--- config.mk ---
export PLATFORM = sky130hd
export DESIGN_NAME = decode_stage
export DESIGN_NICKNAME = d
export VERILOG_FILES = /design/src/hdl/rv_decode_pkg.sv /design/src/hdl/alu_control.sv /design/src/hdl/decode_stage.sv /design/src/hdl/hazard_unit.sv /design/src/hdl/id_ex_reg.sv /design/src/hdl/imm_gen.sv /design/src/hdl/main_control.sv
export VERILOG_INCLUDE_DIRS = /design/src /design/src/include
export SDC_FILE = /design/constraint.sdc
export NUM_CORES = 1
export LEC_CHECK = 0
export ABC_CLOCK_PERIOD_IN_PS = 2050
export BUFFER_PORTS_ARGS = -buffer_cell sky130_fd_sc_hd__buf_4
export CAP_MARGIN = 20
export CORE_MARGIN = 8
export CORE_UTILIZATION = 35
export DETAILED_ROUTE_END_ITERATION = 10
export GPL_TIMING_DRIVEN = 1
export MAX_ROUTING_LAYER = met4
export PLACE_DENSITY = 0.7
export SLEW_MARGIN = 5
export SYNTH_ARGS = -nofsm -noshare
export SYNTH_HDL_FRONTEND = slang
export SYNTH_SLANG_ARGS = --single-unit
--- constraint.sdc ---
create_clock -name i_clk -period 2.05 [get_ports i_clk]
set_input_delay 0.5125 -clock i_clk [delete_from_list [all_inputs] [get_ports i_clk]]
set_output_delay 0.5125 -clock i_clk [all_outputs]
set_load 0.02 [all_outputs]
--- src/include/rv_decode_cfg.svh ---
`ifndef RV_DECODE_CFG_SVH
`define RV_DECODE_CFG_SVH

`define RV_XLEN         32
`define RV_REG_W        5

// RV32I base opcodes
`define RV_OP_R         7'b0110011
`define RV_OP_I         7'b0010011
`define RV_OP_LOAD      7'b0000011
`define RV_OP_STORE     7'b0100011
`define RV_OP_BRANCH    7'b1100011
`define RV_OP_LUI       7'b0110111
`define RV_OP_AUIPC     7'b0010111
`define RV_OP_JAL       7'b1101111
`define RV_OP_JALR      7'b1100111
`define RV_OP_SYSTEM    7'b1110011
`define RV_OP_FENCE     7'b0001111

`endif

--- src/hdl/rv_decode_pkg.sv ---
package rv_decode_pkg;

    typedef enum logic [2:0] {
        ALU_ADD      = 3'b000,
        ALU_BRANCH   = 3'b001,
        ALU_RTYPE    = 3'b010,
        ALU_ITYPE    = 3'b011,
        ALU_PASS_ADD = 3'b100  // LUI, AUIPC, JALR
    } alu_op_t;

    typedef enum logic [3:0] {
        ADD  = 4'd0,
        SUB  = 4'd1,
        SLL  = 4'd2,
        SLT  = 4'd3,
        SLTU = 4'd4,
        XOR  = 4'd5,
        SRL  = 4'd6,
        SRA  = 4'd7,
        OR   = 4'd8,
        AND  = 4'd9
    } alu_ctrl_t;

    typedef enum logic [1:0] {
        SRC_A_RS1  = 2'd0,
        SRC_A_PC   = 2'd1,
        SRC_A_ZERO = 2'd2
    } src_a_t;

    typedef enum logic [1:0] {
        JMP_NONE = 2'd0,
        JMP_JAL  = 2'd1,
        JMP_JALR = 2'd2
    } jump_t;

    typedef enum logic [2:0] {
        IMM_NONE = 3'd0,
        IMM_I    = 3'd1,
        IMM_S    = 3'd2,
        IMM_B    = 3'd3,
        IMM_U    = 3'd4,
        IMM_J    = 3'd5
    } imm_fmt_t;

endpackage

--- src/hdl/alu_control.sv ---
`timescale 1ns/1ns

module alu_control import rv_decode_pkg::*; (
    input  alu_op_t    i_alu_op,
    input  logic [2:0] i_funct3,
    input  logic       i_funct7_5,
    output alu_ctrl_t  o_alu_ctrl
);

    logic is_rtype;

    assign is_rtype = (i_alu_op == ALU_RTYPE);

    always_comb begin
        case (i_alu_op)
            ALU_BRANCH: begin
                o_alu_ctrl = SUB;
            end
            ALU_RTYPE, ALU_ITYPE: begin
                case (i_funct3)
                    3'b000: begin
                        // SUB only exists in R-type, ADDI ignores bit 5
                        o_alu_ctrl = (is_rtype && i_funct7_5) ? SUB : ADD;
                    end
                    3'b001: o_alu_ctrl = SLL;
                    3'b010: o_alu_ctrl = SLT;
                    3'b011: o_alu_ctrl = SLTU;
                    3'b100: o_alu_ctrl = XOR;
                    3'b101: o_alu_ctrl = i_funct7_5 ? SRA : SRL;  // SRAI too
                    3'b110: o_alu_ctrl = OR;
                    default: o_alu_ctrl = AND;
                endcase
            end
            default: begin
                o_alu_ctrl = ADD;  // ALU_ADD and ALU_PASS_ADD
            end
        endcase
    end

endmodule

--- src/hdl/decode_stage.sv ---
`timescale 1ns/1ns

`include "rv_decode_cfg.svh"

module decode_stage import rv_decode_pkg::*; (
    input  logic                 i_clk,
    input  logic                 i_rst,
    input  logic [`RV_XLEN-1:0]  i_instr,
    input  logic                 i_flush,
    output logic                 o_stall,
    output logic                 o_branch,
    output logic                 o_mem_read,
    output logic                 o_mem_write,
    output logic                 o_mem_to_reg,
    output logic                 o_reg_write,
    output logic                 o_pc_plus4,
    output logic                 o_csr_en,
    output logic                 o_ex,
    output alu_ctrl_t            o_alu_ctrl,
    output src_a_t               o_alu_src_a,
    output logic                 o_alu_src_b,
    output jump_t                o_jump,
    output logic [`RV_XLEN-1:0]  o_imm,
    output logic [`RV_REG_W-1:0] o_rd,
    output logic [`RV_REG_W-1:0] o_rs1,
    output logic [`RV_REG_W-1:0] o_rs2,
    output logic [2:0]           o_funct3
);

    logic                dec_branch;
    logic                dec_mem_read;
    logic                dec_mem_write;
    logic                dec_mem_to_reg;
    logic                dec_reg_write;
    logic                dec_pc_plus4;
    logic                dec_csr_en;
    logic                dec_ex;
    alu_op_t             dec_alu_op;
    src_a_t              dec_alu_src_a;
    logic                dec_alu_src_b;
    jump_t               dec_jump;
    imm_fmt_t            dec_imm_fmt;
    alu_ctrl_t           dec_alu_ctrl;
    logic [`RV_XLEN-1:0] dec_imm;

    hazard_unit u_hazard_unit (
        .i_rs1         (i_instr[19:15]),
        .i_rs2         (i_instr[24:20]),
        .i_ex_mem_read (o_mem_read),    // Load now in EX
        .i_ex_rd       (o_rd),
        .o_stall       (o_stall)
    );

    main_control u_main_control (
        .i_instr      (i_instr),
        .i_stall      (o_stall),
        .o_branch     (dec_branch),
        .o_mem_read   (dec_mem_read),
        .o_mem_write  (dec_mem_write),
        .o_mem_to_reg (dec_mem_to_reg),
        .o_reg_write  (dec_reg_write),
        .o_pc_plus4   (dec_pc_plus4),
        .o_csr_en     (dec_csr_en),
        .o_ex         (dec_ex),
        .o_alu_op     (dec_alu_op),
        .o_alu_src_a  (dec_alu_src_a),
        .o_alu_src_b  (dec_alu_src_b),
        .o_jump       (dec_jump),
        .o_imm_fmt    (dec_imm_fmt)
    );

    alu_control u_alu_control (
        .i_alu_op   (dec_alu_op),
        .i_funct3   (i_instr[14:12]),
        .i_funct7_5 (i_instr[30]),
        .o_alu_ctrl (dec_alu_ctrl)
    );

    imm_gen u_imm_gen (
        .i_instr   (i_instr),
        .i_imm_fmt (dec_imm_fmt),
        .o_imm     (dec_imm)
    );

    id_ex_reg u_id_ex_reg (
        .i_clk        (i_clk),
        .i_rst        (i_rst),
        .i_flush      (i_flush),
        .i_stall      (o_stall),
        .i_branch     (dec_branch),
        .i_mem_read   (dec_mem_read),
        .i_mem_write  (dec_mem_write),
        .i_mem_to_reg (dec_mem_to_reg),
        .i_reg_write  (dec_reg_write),
        .i_pc_plus4   (dec_pc_plus4),
        .i_csr_en     (dec_csr_en),
        .i_ex         (dec_ex),
        .i_alu_ctrl   (dec_alu_ctrl),
        .i_alu_src_a  (dec_alu_src_a),
        .i_alu_src_b  (dec_alu_src_b),
        .i_jump       (dec_jump),
        .i_imm        (dec_imm),
        .i_rd         (i_instr[11:7]),
        .i_rs1        (i_instr[19:15]),
        .i_rs2        (i_instr[24:20]),
        .i_funct3     (i_instr[14:12]),
        .o_branch     (o_branch),
        .o_mem_read   (o_mem_read),
        .o_mem_write  (o_mem_write),
        .o_mem_to_reg (o_mem_to_reg),
        .o_reg_write  (o_reg_write),
        .o_pc_plus4   (o_pc_plus4),
        .o_csr_en     (o_csr_en),
        .o_ex         (o_ex),
        .o_alu_ctrl   (o_alu_ctrl),
        .o_alu_src_a  (o_alu_src_a),
        .o_alu_src_b  (o_alu_src_b),
        .o_jump       (o_jump),
        .o_imm        (o_imm),
        .o_rd         (o_rd),
        .o_rs1        (o_rs1),
        .o_rs2        (o_rs2),
        .o_funct3     (o_funct3)
    );

endmodule

--- src/hdl/hazard_unit.sv ---
`timescale 1ns/1ns

`include "rv_decode_cfg.svh"

module hazard_unit (
    input  logic [`RV_REG_W-1:0] i_rs1,
    input  logic [`RV_REG_W-1:0] i_rs2,
    input  logic                 i_ex_mem_read,
    input  logic [`RV_REG_W-1:0] i_ex_rd,
    output logic                 o_stall
);

    logic rd_valid;
    logic rd_match;

    // x0 never carries a result
    assign rd_valid = (i_ex_rd != '0);

    // rs2 is compared even for formats that do not read it
    assign rd_match = (i_ex_rd == i_rs1) || (i_ex_rd == i_rs2);

    assign o_stall = i_ex_mem_read && rd_valid && rd_match;

endmodule

--- src/hdl/id_ex_reg.sv ---
`timescale 1ns/1ns

`include "rv_decode_cfg.svh"

module id_ex_reg import rv_decode_pkg::*; (
    input  logic                 i_clk,
    input  logic                 i_rst,
    input  logic                 i_flush,
    input  logic                 i_stall,
    input  logic                 i_branch,
    input  logic                 i_mem_read,
    input  logic                 i_mem_write,
    input  logic                 i_mem_to_reg,
    input  logic                 i_reg_write,
    input  logic                 i_pc_plus4,
    input  logic                 i_csr_en,
    input  logic                 i_ex,
    input  alu_ctrl_t            i_alu_ctrl,
    input  src_a_t               i_alu_src_a,
    input  logic                 i_alu_src_b,
    input  jump_t                i_jump,
    input  logic [`RV_XLEN-1:0]  i_imm,
    input  logic [`RV_REG_W-1:0] i_rd,
    input  logic [`RV_REG_W-1:0] i_rs1,
    input  logic [`RV_REG_W-1:0] i_rs2,
    input  logic [2:0]           i_funct3,
    output logic                 o_branch,
    output logic                 o_mem_read,
    output logic                 o_mem_write,
    output logic                 o_mem_to_reg,
    output logic                 o_reg_write,
    output logic                 o_pc_plus4,
    output logic                 o_csr_en,
    output logic                 o_ex,
    output alu_ctrl_t            o_alu_ctrl,
    output src_a_t               o_alu_src_a,
    output logic                 o_alu_src_b,
    output jump_t                o_jump,
    output logic [`RV_XLEN-1:0]  o_imm,
    output logic [`RV_REG_W-1:0] o_rd,
    output logic [`RV_REG_W-1:0] o_rs1,
    output logic [`RV_REG_W-1:0] o_rs2,
    output logic [2:0]           o_funct3
);

    logic bubble;

    // Flush wins over everything, a stall also drops rd
    assign bubble = i_flush || i_stall;

    always_ff @(posedge i_clk) begin
        if (i_rst || bubble) begin
            o_branch     <= 1'b0;
            o_mem_read   <= 1'b0;
            o_mem_write  <= 1'b0;
            o_mem_to_reg <= 1'b0;
            o_reg_write  <= 1'b0;
            o_pc_plus4   <= 1'b0;
            o_csr_en     <= 1'b0;
            o_ex         <= 1'b0;
            o_alu_ctrl   <= ADD;
            o_alu_src_a  <= SRC_A_RS1;
            o_alu_src_b  <= 1'b0;
            o_jump       <= JMP_NONE;
            o_imm        <= '0;
            o_rd         <= '0;  // Keeps the hazard from firing again
            o_rs1        <= '0;
            o_rs2        <= '0;
            o_funct3     <= 3'b000;
        end else begin
            o_branch     <= i_branch;
            o_mem_read   <= i_mem_read;
            o_mem_write  <= i_mem_write;
            o_mem_to_reg <= i_mem_to_reg;
            o_reg_write  <= i_reg_write;
            o_pc_plus4   <= i_pc_plus4;
            o_csr_en     <= i_csr_en;
            o_ex         <= i_ex;
            o_alu_ctrl   <= i_alu_ctrl;
            o_alu_src_a  <= i_alu_src_a;
            o_alu_src_b  <= i_alu_src_b;
            o_jump       <= i_jump;
            o_imm        <= i_imm;
            o_rd         <= i_rd;
            o_rs1        <= i_rs1;
            o_rs2        <= i_rs2;
            o_funct3     <= i_funct3;
        end
    end

    // Only ECALL/EBREAK may trap and write back at once
    a_ex_write_system: assert property (@(posedge i_clk) disable iff (i_rst)
        (o_ex && o_reg_write) |-> o_csr_en)
        else $error("id_ex_reg: trapping slot writes back outside SYSTEM");

endmodule

--- src/hdl/imm_gen.sv ---
`timescale 1ns/1ns

`include "rv_decode_cfg.svh"

module imm_gen import rv_decode_pkg::*; (
    input  logic [`RV_XLEN-1:0] i_instr,
    input  imm_fmt_t            i_imm_fmt,
    output logic [`RV_XLEN-1:0] o_imm
);

    logic sign;

    assign sign = i_instr[31];

    always_comb begin
        case (i_imm_fmt)
            IMM_I: begin
                o_imm = {{(`RV_XLEN-12){sign}}, i_instr[31:20]};
            end
            IMM_S: begin
                o_imm = {{(`RV_XLEN-12){sign}}, i_instr[31:25], i_instr[11:7]};
            end
            IMM_B: begin
                o_imm = {{(`RV_XLEN-13){sign}}, i_instr[31], i_instr[7],
                         i_instr[30:25], i_instr[11:8], 1'b0};  // Halfword offset
            end
            IMM_U: begin
                o_imm = {{(`RV_XLEN-32){sign}}, i_instr[31:12], 12'd0};
            end
            IMM_J: begin
                o_imm = {{(`RV_XLEN-21){sign}}, i_instr[31], i_instr[19:12],
                         i_instr[20], i_instr[30:21], 1'b0};
            end
            default: begin
                o_imm = '0;
            end
        endcase
    end

endmodule

--- src/hdl/main_control.sv ---
`timescale 1ns/1ns

`include "rv_decode_cfg.svh"

module main_control import rv_decode_pkg::*; (
    input  logic [`RV_XLEN-1:0] i_instr,
    input  logic                i_stall,
    output logic                o_branch,
    output logic                o_mem_read,
    output logic                o_mem_write,
    output logic                o_mem_to_reg,
    output logic                o_reg_write,
    output logic                o_pc_plus4,
    output logic                o_csr_en,
    output logic                o_ex,
    output alu_op_t             o_alu_op,
    output src_a_t              o_alu_src_a,
    output logic                o_alu_src_b,
    output jump_t               o_jump,
    output imm_fmt_t            o_imm_fmt
);

    logic [6:0]  opcode;
    logic [2:0]  funct3;
    logic [11:0] funct12;
    logic [4:0]  rs1;
    logic [4:0]  rd;

    assign opcode  = i_instr[6:0];
    assign funct3  = i_instr[14:12];
    assign funct12 = i_instr[31:20];
    assign rs1     = i_instr[19:15];
    assign rd      = i_instr[11:7];

    always_comb begin
        o_branch     = 1'b0;
        o_mem_read   = 1'b0;
        o_mem_write  = 1'b0;
        o_mem_to_reg = 1'b0;
        o_reg_write  = 1'b0;
        o_pc_plus4   = 1'b0;
        o_csr_en     = 1'b0;
        o_ex         = 1'b0;
        o_alu_op     = ALU_ADD;
        o_alu_src_a  = SRC_A_RS1;
        o_alu_src_b  = 1'b0;
        o_jump       = JMP_NONE;
        o_imm_fmt    = IMM_NONE;

        if (!i_stall) begin  // Stalled slot stays all zero
            case (opcode)
                `RV_OP_R: begin
                    o_reg_write = 1'b1;
                    o_alu_op    = ALU_RTYPE;
                end
                `RV_OP_I: begin
                    o_reg_write = 1'b1;
                    o_alu_op    = ALU_ITYPE;
                    o_alu_src_b = 1'b1;
                    o_imm_fmt   = IMM_I;
                end
                `RV_OP_LOAD: begin
                    o_mem_read   = 1'b1;
                    o_mem_to_reg = 1'b1;
                    o_reg_write  = 1'b1;
                    o_alu_src_b  = 1'b1;
                    o_imm_fmt    = IMM_I;
                end
                `RV_OP_STORE: begin
                    o_mem_write = 1'b1;
                    o_alu_src_b = 1'b1;
                    o_imm_fmt   = IMM_S;
                end
                `RV_OP_BRANCH: begin
                    o_branch  = 1'b1;
                    o_alu_op  = ALU_BRANCH;  // Compare by subtract
                    o_imm_fmt = IMM_B;
                end
                `RV_OP_LUI: begin
                    o_reg_write = 1'b1;
                    o_alu_op    = ALU_PASS_ADD;
                    o_alu_src_a = SRC_A_ZERO;  // 0 + imm
                    o_alu_src_b = 1'b1;
                    o_imm_fmt   = IMM_U;
                end
                `RV_OP_AUIPC: begin
                    o_reg_write = 1'b1;
                    o_alu_op    = ALU_PASS_ADD;
                    o_alu_src_a = SRC_A_PC;
                    o_alu_src_b = 1'b1;
                    o_imm_fmt   = IMM_U;
                end
                `RV_OP_JAL: begin
                    o_reg_write = 1'b1;
                    o_jump      = JMP_JAL;
                    o_pc_plus4  = 1'b1;  // Link value
                    o_imm_fmt   = IMM_J;
                end
                `RV_OP_JALR: begin
                    o_reg_write = 1'b1;
                    o_alu_op    = ALU_PASS_ADD;  // Target is rs1 + imm
                    o_alu_src_b = 1'b1;
                    o_jump      = JMP_JALR;
                    o_pc_plus4  = 1'b1;
                    o_imm_fmt   = IMM_I;
                end
                `RV_OP_FENCE: begin
                    // Treated as a NOP
                end
                `RV_OP_SYSTEM: begin
                    o_reg_write = 1'b1;
                    o_csr_en    = 1'b1;
                    o_imm_fmt   = IMM_I;  // CSR address field
                    // ECALL and EBREAK trap, CSR accesses do not
                    o_ex = (funct3 == 3'b000) && (rs1 == 5'd0) && (rd == 5'd0) &&
                           (funct12 == 12'd0 || funct12 == 12'd1);
                end
                default: begin
                    o_ex = 1'b1;  // Illegal opcode
                end
            endcase
        end
    end

    always_comb begin
        assert ($onehot0({o_mem_read, o_mem_write}))
            else $error("main_control: load and store raised together");
    end

endmodule

==> results.md <==
- The placer congestion estimate is 0.905.
- For this run, asynchronously set or reset flops after synthesis account for 0.
- Among all flip-flop cells after synthesis, the most frequent one is dfxtp_1.
- The data arrival time at the worst-slack endpoint is 1570 ps.
- The initialized floorplan defines 31 standard-cell rows.
- The worst min-delay path startpoint is i_instr[10].
- Registers take about 0.0013 mm².
- The final critical-path share of the clock period is 1.02.
- The CTS tree is yes.
- The final global-route overflow total is 0.
- The starting density of the core is 0.357.
- The clock period minus worst slack is 2090 ps.
- The first global-routing pass estimated 11800 µm of wire.
- The synthesized design contains 0 enable-type register cells.
- Summing all non-filler instances in the final layout gives an area of 0.00375 mm².
- At the later pin of the worst-skew pair, clock insertion delay measures 350 ps.
- Setup repair after global routing could not meet its margin everywhere.
- The average routed wire per standard cell is 15.5 µm.
- The number of synthesized register bits is 66.
- The number of warnings printed during yosys synthesis is 0.
- Across every metal layer, demand over resource in global routing totals 0.156.
- The startpoint class of the critical path is a register.
- The checks that failed: negative setup slack.
- The number of nets handed over by synthesis was between 300 and 400.
- The count of hold-fix buffers inserted at cts is 0.
- The die area is approximately 0.010 mm².
- The run finished, with violations left.
- Measured in cells, the most critical reg-to-reg path has a length of 6.
- The sum of routed wire length over all layers is between 7000 and 8000 µm.
- The post-synthesis to final-layout area growth is 46.1%.
- The final max-slew violation count is 0.
- The via count of the first global-routing pass is 2359.
- The number of antenna violations at the first check in global routing is 0.
- The placement-stage cell area is 0.00350 mm².
- In the final design database the tool counted 441 nets.
- Entering global routing, the biggest net connects 27 pins.
- For the pin with the worst max-slew slack, the measured transition is 475 ps.
- The reported max-cap violation count is 0.
- Summing all multi-input logic gate instances after layout gives 0.00108 mm².
- The endpoint of the worst hold path is u_id_ex_reg.o_rd[3]$_SDFF_PP0_.
- Once detail routing completed, the nets flagged for antenna violations numbered 0.
- Clock tree synthesis found a total of 66 sinks.
- The hold path depth is 3.
- Setup violations remaining at the end of the flow were counted as 1.
- In this run the worst hold path is classified as input port to register.
- The power density over the cells is 731 mW/mm².
- The critical path required time is 1540 ps.
- The clock skew is 9.28 ps.
- The die outline width is between 100 and 150 µm.
- The average instance in the mapped netlist occupies roughly 9 µm².
- The met2 usage in global routing is 0.236.
- CTS placed an instance of clkbuf_8 at the clock tree root.
- The met1 layer usage reported by global route is 0.181.
- The vertical extent of the die is about 100 µm.
- The total half-perimeter wirelength after legalization and detailed placement is approximately 6000 µm.
- The launch instance of the worst register-to-register path is u_id_ex_reg.o_rd[0]$_SDFF_PP0_.
- The reg2reg setup slack is 210 ps.
- The total leakage power is 1.66 nW.
- For the final routed database, the setup TNS stands at -35.5 ps.
- Setup slack on the critical path of the routed design comes to -35.5 ps.
- In the routed design, unresolved DRC markers number 0.
- In this run the worst path has a maximum fanout of 3.
- The cell area after synthesis is 0.00256 mm².
- The number of buffers added by the clock tree synthesis step is 9.
- Of the cells placed in the final design, the portion with a size suffix greater than 1 is 0.370.
- The antenna diode count is 0.
- The busiest metal layer after global routing is met2.
- The worst pin sits at a relative slew slack of 0.681.
- The count of final hold-check violations is 0.
- The fmax is 479 MHz.
- Leaving out fill and tap cells, the most frequent cells in the layout are buf_4 (117), dfxtp_1 (64), nor2_1 (35).
- The core footprint is between 0.007 and 0.008 mm².
- Pin placement for this block handled ~100 I/O pins.
- During placement, the flow inserted port buffers numbering 102.
- The count of mapped cells out of synthesis is 293.
- In this run the deepest clock path goes through 2 buffers.
- After clock tree synthesis, the clock-pin slew on the worst setup and hold paths is 70 ps.
- The worst supply voltage drop on vdd is 0.297 mV.
- The endpoint of the worst register-to-register path is u_id_ex_reg.o_mem_read$_SDFF_PP0_.
- The fill cell instance count of the final layout is 679.
- The via-per-instance ratio is 4.82.
- Synthesis instantiated about 40 different standard cells from the library.
- For this run, global-route usage on met3 was measured as 0.0674.
- The first-iteration detailed-routing DRC count is around 200.
- The most common cell after layout, fill and taps aside is buf_4.
- The worst setup path category is register to output port.
- The share of the Yosys chip area taken by registers is 0.515.
- STA classifies the critical path endpoint as an output port.
- The number of vias after detailed routing is between 2000 and 2500.
- The CTS H-tree depth is 3.
- The detailed-routing iteration count for the pre-antenna-repair pass is 4.
[metal layers]
metal  vias up  routed length (µm)
met5         -                   0
met4         0                 121
met3        11                 700
met2        86                3770
met1      1137                3340
li1       1223                   -
[through the flow]
step	setup slack, ps	hold slack (ps)	cells	power (mW)	utilization
6_report	-35.5	398	510	2.74	0.522
5_1_grt	-85.1	379	510	2.86	0.522
4_1_cts	-83.5	385	510	2.75	0.521
3_5_place_dp	65.0	760	491	1.65	0.488
3_3_place_gp	83.8	759	491	1.65	0.488
2_1_floorplan	231	625	293	1.49	-
[worst max path at each step]
| stage | start | endpoint | slack, ps | cells after the start |
|---|---|---|---|---|
| 2_1_floorplan | i_instr[23] | o_stall | 230 | 4 |
| 3_3_place_gp | i_instr[23] | u_id_ex_reg.o_ex$_SDFF_PP0_ | 80 | 6 |
| 3_5_place_dp | i_instr[3] | u_id_ex_reg.o_imm[30]$_SDFF_PP0_ | 70 | 6 |
| 4_1_cts | u_id_ex_reg.o_rd[3]$_SDFF_PP0_ | o_stall | -80 | 4 |
| 5_1_grt | u_id_ex_reg.o_rd[0]$_SDFF_PP0_ | o_stall | -90 | 4 |
| 6_report | u_id_ex_reg.o_rd[0]$_SDFF_PP0_ | o_stall | -40 | 4 |
[state kept, by name, summed over array words and instances (netlist names), 2 cells and up]
signal,flops
u_id_ex_reg.o_imm,32
u_id_ex_reg.o_rd,5
u_id_ex_reg.o_funct3,3
u_id_ex_reg.o_jump,2
u_id_ex_reg.o_alu_ctrl,4
u_id_ex_reg.o_rs1,5
u_id_ex_reg.o_rs2,5
u_id_ex_reg.o_alu_src_a,2
[worst max-delay path, cell delays in order (launching register included)]
cell and delay [ps]:
dfxtp_4 350, or4_4 540, o21ai_4 150, nor2_2 50, buf_6 130
[synth_stat cells (2+ instances only)]
| cell type | number | share of area |
|---|---|---|
| dfxtp_1 | 66 | 0.52 |
| nor2_1 | 36 | 0.053 |
| nand2_1 | 33 | 0.048 |
| a21oi_1 | 27 | 0.053 |
| inv_1 | 22 | 0.032 |
| nor3_1 | 19 | 0.037 |
| xor2_1 | 10 | 0.034 |
| buf_2 | 7 | 0.014 |
| clkbuf_1 | 7 | 0.010 |
| nand3_1 | 7 | 0.014 |
| o21ai_0 | 6 | 0.012 |
| a32oi_1 | 5 | 0.017 |
| nor4_1 | 5 | 0.012 |
| nor4_2 | 4 | 0.020 |
| buf_4 | 3 | 0.0088 |
| nor2b_1 | 3 | 0.0073 |
| a22oi_1 | 2 | 0.0059 |
| a22oi_2 | 2 | 0.0098 |
| mux2i_1 | 2 | 0.0078 |
| nand2b_1 | 2 | 0.0049 |
| nand4_1 | 2 | 0.0049 |
| nor3b_1 | 2 | 0.0059 |
| nor4b_1 | 2 | 0.0068 |
| o22ai_1 | 2 | 0.0049 |
[timing repair]
action | CTS | global route
gates resized for setup | 3 | 3
pin swaps | 2 | 2
cloned | 0 | 0
setup endpoints to repair | 1 | 1
buffers inserted | 3 | 0
[area by class of cell]
type / instances / area share
clock buffers: 12 / 0.0414
clock inverters: 4 / 0.0134
inverters: 22 / 0.0220
multi-input cells: 187 / 0.288
flip-flops and latches: 66 / 0.354
well taps: 99 / 0.0330
repair buffers: 120 / 0.248
[where the power goes]
part	leakage (nW)	total, mW	switching (mW)	internal, mW
sequential	0.536	1.31	0.00952	1.30
clock	0.0986	1.12	0.489	0.626
combinational	1.02	0.317	0.183	0.134
total	1.66	2.74	0.682	2.06
[logic make-up after synthesis]
family                    after synthesis  share of synthesized area
DFF                                    66                      0.515
AOI/OAI and AO/OA                      53                      0.138
xor gates and xnor gates               10                     0.0341
and+or+nand+nor                       122                      0.236
buffers and inverters                  40                     0.0693
muxes                                   2                    0.00781
No activity file was read; power rests on OpenSTA's default activity.
